### src/include/desc_settings.svh
`ifndef DESC_SETTINGS_SVH
`define DESC_SETTINGS_SVH

// Descriptor field widths
`define DESC_ADDR_WID 32
`define DESC_META_WID 8
`define DESC_SIZE_WID 14

// Largest legal packet in bytes
`define DESC_MAX_PKT_SIZE 9216

// Low address bits that must be zero for 64-byte buffers
`define DESC_ALIGN_BITS 6

// Path geometry
`define DESC_DELAY_STAGES 3
`define DESC_FIFO_DEPTH 8

// Flagged descriptor counter
`define DESC_ERR_CNT_WID 16

`endif
### src/rtl/desc_pkg.sv
`default_nettype none

`include "desc_settings.svh"

package desc_pkg;

    // Descriptor as stored in the delay pipe and the FIFO
    typedef struct packed {
        logic [`DESC_ADDR_WID-1:0] addr;
        logic [`DESC_SIZE_WID-1:0] size;
        logic [`DESC_META_WID-1:0] meta;
        logic                      err;
    } desc_t;

endpackage : desc_pkg

`default_nettype wire

### src/rtl/desc_path.sv
`default_nettype none

`include "desc_settings.svh"

module desc_path (
    input  logic                         clk,
    input  logic                         rst_n,

    input  logic                         in_vld,
    output logic                         in_rdy,
    input  logic [`DESC_ADDR_WID-1:0]    in_addr,
    input  logic [`DESC_SIZE_WID-1:0]    in_size,
    input  logic [`DESC_META_WID-1:0]    in_meta,
    input  logic                         in_err,

    output logic                         out_vld,
    input  logic                         out_rdy,
    output logic [`DESC_ADDR_WID-1:0]    out_addr,
    output logic [`DESC_SIZE_WID-1:0]    out_size,
    output logic [`DESC_META_WID-1:0]    out_meta,
    output logic                         out_err,

    output logic [`DESC_ERR_CNT_WID-1:0] err_cnt
);

    // Checker output
    logic                      chk_vld;
    logic                      chk_rdy;
    logic [`DESC_ADDR_WID-1:0] chk_addr;
    logic [`DESC_SIZE_WID-1:0] chk_size;
    logic [`DESC_META_WID-1:0] chk_meta;
    logic                      chk_err;
    desc_pkg::desc_t           chk_desc;

    // Delay pipe output into the FIFO
    logic                      dly_vld;
    logic                      dly_rdy;
    desc_pkg::desc_t           dly_desc;

    desc_pkg::desc_t           fifo_desc;

    desc_check desc_check_i (
        .clk      (clk),
        .rst_n    (rst_n),
        .in_vld   (in_vld),
        .in_addr  (in_addr),
        .in_size  (in_size),
        .in_meta  (in_meta),
        .in_err   (in_err),
        .in_rdy   (in_rdy),
        .out_vld  (chk_vld),
        .out_addr (chk_addr),
        .out_size (chk_size),
        .out_meta (chk_meta),
        .out_err  (chk_err),
        .out_rdy  (chk_rdy),
        .err_cnt  (err_cnt)
    );

    assign chk_desc.addr = chk_addr;
    assign chk_desc.size = chk_size;
    assign chk_desc.meta = chk_meta;
    assign chk_desc.err  = chk_err;

    desc_delay #(
        .STAGES    (`DESC_DELAY_STAGES),
        .payload_t (desc_pkg::desc_t)
    ) desc_delay_i (
        .clk      (clk),
        .rst_n    (rst_n),
        .in_vld   (chk_vld),
        .in_data  (chk_desc),
        .in_rdy   (chk_rdy),
        .out_vld  (dly_vld),
        .out_data (dly_desc),
        .out_rdy  (dly_rdy)
    );

    // FIFO write ready is its not-full flag
    desc_fifo #(
        .DEPTH     (`DESC_FIFO_DEPTH),
        .payload_t (desc_pkg::desc_t)
    ) desc_fifo_i (
        .clk      (clk),
        .rst_n    (rst_n),
        .in_vld   (dly_vld),
        .in_data  (dly_desc),
        .in_rdy   (dly_rdy),
        .out_vld  (out_vld),
        .out_data (fifo_desc),
        .out_rdy  (out_rdy)
    );

    assign out_addr = fifo_desc.addr;
    assign out_size = fifo_desc.size;
    assign out_meta = fifo_desc.meta;
    assign out_err  = fifo_desc.err;

endmodule : desc_path

`default_nettype wire

### src/rtl/desc_fifo.sv
`default_nettype none

`include "desc_settings.svh"

module desc_fifo #(
    parameter int  DEPTH     = `DESC_FIFO_DEPTH,
    parameter type payload_t = desc_pkg::desc_t
) (
    input  logic     clk,
    input  logic     rst_n,

    input  logic     in_vld,
    input  payload_t in_data,
    output logic     in_rdy,

    output logic     out_vld,
    output payload_t out_data,
    input  logic     out_rdy
);

    localparam int PTR_WID = (DEPTH > 1) ? $clog2(DEPTH) : 1;
    localparam int CNT_WID = $clog2(DEPTH + 1);

    localparam logic [PTR_WID-1:0] PTR_LAST = PTR_WID'(DEPTH - 1);
    localparam logic [CNT_WID-1:0] CNT_FULL = CNT_WID'(DEPTH);

    payload_t mem [DEPTH];

    logic [PTR_WID-1:0] wr_ptr;
    logic [PTR_WID-1:0] rd_ptr;
    logic [CNT_WID-1:0] count;

    logic full;
    logic empty;
    logic wr_en;
    logic rd_en;

    assign full  = (count == CNT_FULL);
    assign empty = (count == '0);

    assign in_rdy  = !full;
    assign out_vld = !empty;

    assign wr_en = in_vld && in_rdy;
    assign rd_en = out_vld && out_rdy;

    // Storage array
    always_ff @(posedge clk) begin
        if (wr_en) begin
            mem[wr_ptr] <= in_data;
        end
    end

    // Pointers wrap at DEPTH
    always_ff @(posedge clk) begin
        if (!rst_n) begin
            wr_ptr <= '0;
        end else if (wr_en) begin
            if (wr_ptr == PTR_LAST) begin
                wr_ptr <= '0;
            end else begin
                wr_ptr <= wr_ptr + 1'b1;
            end
        end
    end

    always_ff @(posedge clk) begin
        if (!rst_n) begin
            rd_ptr <= '0;
        end else if (rd_en) begin
            if (rd_ptr == PTR_LAST) begin
                rd_ptr <= '0;
            end else begin
                rd_ptr <= rd_ptr + 1'b1;
            end
        end
    end

    // Occupancy
    always_ff @(posedge clk) begin
        if (!rst_n) begin
            count <= '0;
        end else begin
            case ({wr_en, rd_en})
                2'b10:   count <= count + 1'b1;
                2'b01:   count <= count - 1'b1;
                default: count <= count;
            endcase
        end
    end

    // Show-ahead read port
    assign out_data = mem[rd_ptr];

endmodule : desc_fifo

`default_nettype wire

### src/rtl/desc_delay.sv
`default_nettype none

`include "desc_settings.svh"

module desc_delay #(
    parameter int  STAGES    = `DESC_DELAY_STAGES,
    parameter type payload_t = desc_pkg::desc_t
) (
    input  logic     clk,
    input  logic     rst_n,

    input  logic     in_vld,
    input  payload_t in_data,
    output logic     in_rdy,

    output logic     out_vld,
    output payload_t out_data,
    input  logic     out_rdy
);

    logic     vld_q  [STAGES];
    payload_t data_q [STAGES];

    // Whole pipe stalls together including bubbles
    always_ff @(posedge clk) begin
        if (!rst_n) begin
            for (int i = 0; i < STAGES; i++) begin
                vld_q[i] <= 1'b0;
            end
        end else if (out_rdy) begin
            for (int i = 1; i < STAGES; i++) begin
                vld_q[i] <= vld_q[i-1];
            end
            vld_q[0] <= in_vld;
        end
    end

    always_ff @(posedge clk) begin
        if (out_rdy) begin
            for (int i = 1; i < STAGES; i++) begin
                data_q[i] <= data_q[i-1];
            end
            data_q[0] <= in_data;
        end
    end

    assign out_vld  = vld_q[STAGES-1];
    assign out_data = data_q[STAGES-1];

    // Accept only when the pipe moves
    assign in_rdy = out_rdy;

endmodule : desc_delay

`default_nettype wire

### src/rtl/desc_check.sv
`default_nettype none

`include "desc_settings.svh"

module desc_check (
    input  logic                         clk,
    input  logic                         rst_n,

    input  logic                         in_vld,
    input  logic [`DESC_ADDR_WID-1:0]    in_addr,
    input  logic [`DESC_SIZE_WID-1:0]    in_size,
    input  logic [`DESC_META_WID-1:0]    in_meta,
    input  logic                         in_err,
    output logic                         in_rdy,

    output logic                         out_vld,
    output logic [`DESC_ADDR_WID-1:0]    out_addr,
    output logic [`DESC_SIZE_WID-1:0]    out_size,
    output logic [`DESC_META_WID-1:0]    out_meta,
    output logic                         out_err,
    input  logic                         out_rdy,

    output logic [`DESC_ERR_CNT_WID-1:0] err_cnt
);

    localparam logic [`DESC_SIZE_WID-1:0] MAX_SIZE = `DESC_SIZE_WID'(`DESC_MAX_PKT_SIZE);

    logic size_zero;
    logic size_over;
    logic addr_misaligned;
    logic xfer;

    // Individual fault checks
    assign size_zero       = (in_size == '0);
    assign size_over       = (in_size > MAX_SIZE);
    assign addr_misaligned = |in_addr[`DESC_ALIGN_BITS-1:0];

    // Descriptor passes straight through
    assign out_vld  = in_vld;
    assign out_addr = in_addr;
    assign out_size = in_size;
    assign out_meta = in_meta;
    assign out_err  = in_err | size_zero | size_over | addr_misaligned;

    assign in_rdy = out_rdy;

    assign xfer = out_vld && out_rdy;

    // Saturating count of flagged transfers
    always_ff @(posedge clk) begin
        if (!rst_n) begin
            err_cnt <= '0;
        end else if (xfer && out_err && (err_cnt != '1)) begin
            err_cnt <= err_cnt + 1'b1;
        end
    end

endmodule : desc_check

`default_nettype wire

### config.mk
export PLATFORM = sky130hd
export DESIGN_NAME = desc_path
export DESIGN_NICKNAME = d
export VERILOG_FILES = /design/src/rtl/desc_pkg.sv /design/src/rtl/desc_path.sv /design/src/rtl/desc_fifo.sv /design/src/rtl/desc_delay.sv /design/src/rtl/desc_check.sv
export VERILOG_INCLUDE_DIRS = /design/src /design/src/include
export SDC_FILE = /design/constraint.sdc
export NUM_CORES = 1
export LEC_CHECK = 0
export BUFFER_PORTS_ARGS = -buffer_cell sky130_fd_sc_hd__buf_2
export CORE_MARGIN = 1
export CORE_UTILIZATION = 51
export CTS_BUF_LIST = sky130_fd_sc_hd__clkbuf_2 sky130_fd_sc_hd__clkbuf_4 sky130_fd_sc_hd__clkbuf_8
export DETAILED_ROUTE_END_ITERATION = 12
export PLACE_DENSITY_LB_ADDON = 0.25
export SLEW_MARGIN = 25
export SYNTH_ARGS = -nofsm -noshare
export SYNTH_HDL_FRONTEND = slang
export SYNTH_SLANG_ARGS = --single-unit
### constraint.sdc
create_clock -name clk -period 11.05 [get_ports clk]
set_input_delay 2.21 -clock clk [delete_from_list [all_inputs] [get_ports clk]]
set_output_delay 2.21 -clock clk [all_outputs]
set_load 0.005 [all_outputs]
==> results of run 1 <==
==> power groups by stage <==
stage | Clock, mW | Combinational [mW] | Sequential, mW
finish | 1.90 | 0.381 | 2.91
global route | 2.05 | 0.414 | 2.93
CTS | 1.95 | 0.392 | 2.92
detailed placement | 0 | 0.389 | 2.97
global placement | 0 | 0.385 | 2.96
floorplan | 0 | 0.298 | 2.91
==> cell usage in the layout (no fill, tap or decap), types with 2 or more instances in the layout <==
cell type  synthesis  final
or4_1              8      8
inv_1              3      3
o31ai_1            8      8
nand4_1            5      5
dfxtp_4            0      3
buf_4              1     16
buf_2             11    131
nand3_1           11     11
edfxtp_1         608    608
nor2_1             7      6
mux4_2           110    110
nor3_2             0      2
nand4b_1           2      2
nor2b_1            2      2
buf_12             0      2
nor4b_2            0      2
bufinv_16          0      2
ha_1               8      8
or3_1              7      7
and3_1             5      5
mux2_2            55     55
nand2_1           17     17
o21ai_0           10     10
clkbuf_8           0    105
and4_1             3      3
a21oi_1           23     23
inv_6              0      3
nand2b_1           2      2
clkbuf_4           0     30
nor4_1             8      7
clkinv_2           0     14
clkinv_1           0     31
dfxtp_1           29     26
xor2_1             3      3
nor3_1             5      3
mux2i_1            4      3
==> synthesized netlist by cell type (all sizes together) <==
master / count
nor3: 5
or3b: 1
buf: 16
xor2: 3
and4: 3
o31ai: 8
inv: 3
o2111ai: 1
or4: 8
a21oi: 23
o211ai: 1
mux2i: 4
nand2b: 2
and3: 5
or2: 1
nor2: 7
nand4b: 2
mux4: 110
and3b: 1
nor4b: 2
mux2: 55
a311o: 1
o21ai: 10
ha: 8
nand2: 18
nor3b: 3
nand3: 11
and2: 1
dfxtp: 29
nand4: 5
or3: 7
clkbuf: 22
nor4: 8
nand3b: 1
nor2b: 2
edfxtp: 608
or4b: 1
xnor2: 1
==> cells by family after synthesis <==
family / Yosys count
DFF: 637
muxes: 169
and+or+nand+nor: 94
AOI/OAI and AO/OA: 44
buffers and inverters: 41
adders and majority gates: 8
xor gates and xnor gates: 4
==> routing by layer <==
metal	share of wire (%)	track usage, %	vias to the layer above	wire [microns]
met5	0	0	-	0
met4	2.3	6.31	0	949
met1	44	24.9	5396	18200
li1	-	-	4645	-
met3	3.9	4.01	76	1600
met2	50	30.3	194	20800
==> sequential cells by signal (all words and copies together) (netlist names), named ones only <==
register / count
desc_fifo_i.wr_ptr: 3
desc_fifo_i.rd_ptr: 3
desc_delay_i.vld_q: 3
desc_fifo_i.mem: 440
desc_fifo_i.count: 4
desc_delay_i.data_q: 165
desc_check_i.err_cnt: 16
==> worst register-to-register path, cell delays in order (launching register included) <==
cell and delay (ns):
dfxtp_1 0.46, or4b_4 0.52, buf_4 0.80, nand3_1 0.46, nor3b_4 0.76, buf_4 0.80
==> path summary, 6_finish.rpt <==
| check | end | slack [ns] |
|---|---|---|
| setup / recovery | out_addr[26] | 5.45 |
| hold / removal | desc_delay_i.data_q[0][77] | 0.40 |
| setup reg to reg | desc_fifo_i.mem[3][35] | 6.81 |
| hold reg to reg | desc_delay_i.data_q[0][77] | 0.40 |
==> layout make-up <==
cell class              count  area, sq um  area share (%)
clock buffers             135         1670            6.30
repair buffers            149          816            3.08
clock inverters            51          280            1.06
multi-input cells         319         4140            15.6
flip-flops and latches    637        18800            71.1
well taps                 592          741            2.79
inverters                   3         11.3          0.0425
==> metrics.md, run 1 <==
| Metric | Value |
|---|---|
| HP Start | desc_delay_i.data_q[0][22] |
| Initial antenna violation count | 0 |
| First-pass GRT wire length | 63.6 mm |
| Hold slack | 0.404 ns |
| CP required | 8.84 ns |
| Number of global-route vias before repair | 10,908 |
| Grt total ovfl | 0 |
| Synth Area in Adders | 0.433% |
| Synth Area in Simple Gates | 2.43% |
| Slew Viols, Final | 0 |
| Post-placement cell area | 24,500 sq um |
| CP cell instances | buf_4, mux4_2, mux2_2, buf_2 |
| Synthesized instance count | 997 |
| DRT Pass-1 Iters | 4 |
| Crit Path Category | flip-flop to primary output |
| Syn avg cell area | 23.2 sq um |
| YS warnings | 0 |
| XOR/XNOR Fraction of Synth Area | 0.152% |
| Via density | 5.47 |
| DIE WIDTH | 215 microns |
| Inst Count DP | 1,699 |
| Crit path time final | 5.60 ns |
| Buffers & Inverters on Critical Path | 2 |
| Die height | 215 microns |
| Fillers | 3,203 |
| Critical Path Start Type | flip-flop |
| Worst skew pair latency | 0.66 ns |
| Post-Route WL | 41.6 mm |
| Share of layout cells above drive strength 1 | 37.5% |
| Critical path data arrival time | 3.39 ns |
| Max incr delay on CP | 0.85 ns |
| CORE AREA | 44,400 sq um |
| CTS tree | done |
| P_sw | 1.14 mW |
| Reg2reg start | desc_fifo_i.count[1] |
| Iter 0 DRT Violations | 646 |
| Post-cts resize count | 0 |
| Gpl congestion | 0.755 |
| CP Capture Type | primary output |
| CP max FO | 40 |
| Clk sinks | 637 |
| Non-Filler Instances | 1,886 |
| WP depth | 4 |
| Maximum buffer depth of the clock tree | 3 |
| Gr usage total | 18.5% |
| Syn Std Cell Area | 23,100 sq um |
| Fmax | 178 MHz |
| Skew final | 0.0213 ns |
| Post-route ant nets | 0 |
| Fin nets | 1,277 |
| Final Hold Viols | 0 |
| Post-CTS Setup Bufs | 0 |
| Dpl hpwl | 20.9 mm |
| H-tree depth | 3 |
| Number of buffers inserted during clock tree synthesis | 100 |
| Reg power frac | 56.1% |
| Utilization after layout | 59.7% |
| HP Class | flip-flop to flip-flop |
| Reg clk slew, reported paths | 0.06 ns |
| Complex-gate fraction of the synthesized area | 1.09% |
| Status | completed |
| N_diodes | 0 |
| Period utilization | 50.7% |
| Vias | 10,311 |
| Largest net degree at the start of global routing | 73 |
| Total power divided by cell area | 196 nW/um^2 |
| DRC violations left | 0 |
| Pre-CTS setup slack | 6.03 ns |
| DR WL/cell | 22.0 microns |
| Area leader, netlist | edfxtp_1 |
| IO buf count | 131 |
| Worst hold stages | 0 |
| MaxCap Viol Count | 0 |
| Comb pwr share | 7.3% |
| Yosys top cell area share | 79.0% |
| R2r worst-path depth | 5 |
| Peak supply drop | 0.0993 mV |
| Mux share of post-synthesis cell area | 13.6% |
| Syn-to-layout area delta | 14.7% |
| Clock power frac | 36.6% |
| CP delay by family, top | buffers and inverters |
| RSZ-0062 raised after global routing | false |
| CTS Hold Buffers Added | 0 |
| Die area | 46,200 sq um |
| Post-layout instance area | 26,500 sq um |
| Register area share after synthesis | 81.5% |
| Syn nets | 1,064 |
| LEAKAGE | 8.68 nW |
| Leading post-synthesis cells by cell area | edfxtp_1 79%, mux4_2 11%, mux2_2 2.7%, dfxtp_1 2.5%, a21oi_1 0.50% |
| Final worst setup slack | 5.45 ns |
| Largest family of logic cells by synthesized area | multiplexers |
| Synthesized flop and latch total | 637 |
| Power, Total | 5.19 mW |
| Actual slew at the worst max-slew pin | 1.07 ns |
| Setup TNS | 0 ns |
| Unique masters post-synth | 42 |
| Final setup fails | 0 |
| Slew margin rel. | 28.5% |
| Num ports | 132 |
| Initial Util | 52.0% |
| Pint | 4.06 mW |
| Clk root buf | clkbuf_8 |
| Switching Share | 21.9% |
| Row cnt | 77 |
| Max stage delay cell, worst path | dfxtp_4 |
No activity file was read; power rests on OpenSTA's default activity.
==> run 2, diff against run 1 <==
- clock period: 11.05 -> 5.35 ns (I/O delays scaled with it)
==> metrics.md, run 2 (synthesized netlist as in run 1, its figures left out) <==
| Metric | Value |
|---|---|
| Max reg flops | 440 |
| Max stage delay cell, worst path | dfxtp_4 |
| Largest registers | desc_fifo_i.mem x440, desc_delay_i.data_q x165, desc_check_i.err_cnt x16 |
| Met2 WL | 20.0 mm |
| Iter 0 DRT Violations | 793 |
| R2R Path End | desc_fifo_i.mem[4][23] |
| CP endpoint | out_meta[3] |
| Leading cell type in the layout, fill and taps excluded | edfxtp_1 |
| Actual slew at the worst max-slew pin | 1.05 ns |
| MaxCap Viol Count | 0 |
| Crit Path Category | flip-flop to primary output |
| CP max FO | 63 |
| First-pass GRT wire length | 63.6 mm |
| Row cnt | 77 |
| Max incr delay on CP | 0.99 ns |
| H-tree depth | 3 |
| Gr usage total | 18.5% |
| Inst Count DP | 1,698 |
| Slew Viols, Final | 0 |
| CP Capture Type | primary output |
| Total power divided by cell area | 403 nW/um^2 |
| Dpl hpwl | 21.1 mm |
| DRC violations left | 0 |
| Critical path data arrival time | 2.92 ns |
| Reg clk slew, reported paths | 0.06 ns |
| Final Hold Viols | 0 |
| Clk root buf | clkbuf_8 |
| Status | completed |
| Pre-CTS setup slack | 1.99 ns |
| Setup slack, reg-to-reg | 2.12 ns |
| Initial antenna violation count | 2 |
| CTS tree | done |
| Fin nets | 1,277 |
| Post-Route WL | 41.4 mm |
| CORE AREA | 44,400 sq um |
| Clk sinks | 637 |
| DRT Pass-1 Iters | 5 |
| Final worst setup slack | 1.36 ns |
| Vias | 10,384 |
| Worst skew pair latency | 0.66 ns |
| Die height | 215 microns |
| WL met1 | 18.5 mm |
| Number of buffers inserted during clock tree synthesis | 101 |
| Gpl congestion | 0.758 |
| Die area | 46,200 sq um |
| DIE WIDTH | 215 microns |
| Power, Total | 10.7 mW |
| Top sig layer | met5 |
| Critical Path Start Type | flip-flop |
| Period utilization | 74.5% |
| Post-CTS Setup Bufs | 0 |
| Commonest cells after routing, fill and taps aside | 608 x edfxtp_1, 131 x buf_2, 110 x mux4_2 |
| Num ports | 132 |
| Via density | 5.52 |
| Number of global-route vias before repair | 10,926 |
| Initial Util | 52.0% |
| R2r worst-path depth | 4 |
| Multi-input logic area | 4170 sq um |
| Maximum buffer depth of the clock tree | 3 |
| Post-route ant nets | 0 |
| Fmax | 251 MHz |
| HP Class | flip-flop to flip-flop |
| Fillers | 3,097 |
| CTS Hold Buffers Added | 0 |
| Syn-to-layout area delta | 14.9% |
| Top reg by flops | desc_fifo_i.mem |
| RSZ-0062 raised after global routing | false |
| Reg2reg start | desc_fifo_i.count[1] |
| CP required | 4.28 ns |
| LEAKAGE | 8.69 nW |
| Largest net degree at the start of global routing | 67 |
| IO buf count | 131 |
| Post-cts resize count | 0 |
| Final setup fails | 0 |
| Peak supply drop | 0.211 mV |
| Skew final | 0.0197 ns |
| WL met3 | 1.87 mm |
| Sequential Area | 18,800 sq um |
| Share of layout cells above drive strength 1 | 38.1% |
| CP cell instances | buf_12, mux4_2, mux2_2, buf_2 |
| DR WL/cell | 22.0 microns |
| Crit path time final | 3.99 ns |
| Non-Filler Instances | 1,882 |
| Grt total ovfl | 0 |
| Slew margin rel. | 30.0% |
## run 2: cell types whose count changed in the layout (fill, tap and decap cells not counted), moves of 2 or more
cell / previous run / this run
clkinv_1: 31 / 20
clkbuf_4: 30 / 40
buf_4: 16 / 12
buf_12: 2 / 5
inv_6: 3 / 0
bufinv_16: 2 / 0
nor4b_2: 2 / 0
nor4b_4: 0 / 2
## run 2: metal layers
| metal | up-vias | track usage (%) |
|---|---|---|
| met1 | 5413 | 25.2 |
| li1 | 4640 | - |
| met5 | - | 0 |
| met3 | 82 | 4.19 |
| met4 | 2 | 7.10 |
| met2 | 247 | 29.3 |
## run 2: power breakdown
| group | internal, mW | switching [mW] | total, mW |
|---|---|---|---|
| clock | 2.11 | 1.77 | 3.88 |
| sequential | 5.81 | 0.193 | 6.00 |
| combinational | 0.453 | 0.375 | 0.827 |
| total | 8.36 | 2.34 | 10.7 |
## run 2: final cells by class
cell class                 count  area share (%)
sequential                   637            71.0
multi-input combinational    319            15.7
clock buffer                 146            6.63
timing repair buffer         148            3.19
tap                          592            2.79
clock inverter                36           0.646
inverter                       3          0.0424
antenna                        1         0.00943
## run 2: worst max-delay path, delay by kind of cell (launching register included)
family | cells | cell delay (ns)
buffers and inverters | 2 | 0.50
flip-flops | 1 | 0.99
multiplexers | 2 | 0.67
## run 2: how the worst min path moves through the flow
stage / start / endpoint / slack [ns] / cells past startpoint
final: desc_delay_i.data_q[0][7] / desc_delay_i.data_q[0][62] / 0.40 / 0
after global routing: desc_delay_i.data_q[0][46] / desc_delay_i.data_q[0][101] / 0.42 / 0
after CTS: desc_delay_i.data_q[0][7] / desc_delay_i.data_q[0][62] / 0.40 / 0
after detailed placement: desc_delay_i.data_q[0][67] / desc_delay_i.data_q[0][122] / 0.40 / 0
after global placement: desc_delay_i.data_q[0][48] / desc_delay_i.data_q[0][103] / 0.40 / 0
after floorplan: desc_delay_i.data_q[0][45] / desc_delay_i.data_q[0][100] / 0.40 / 0
## run 2: through the flow
step                      cell area [sq um]  hold WS [ns]  util (%)  TNS, ns
final                                 26500         0.402      59.8        0
after global routing                  26500         0.416      59.8        0
after CTS                             26500         0.397      59.7        0
after detailed placement              24600         0.405      55.4        0
after global placement                24600         0.400      55.4        0
after floorplan                       23100         0.400         -  -116.35
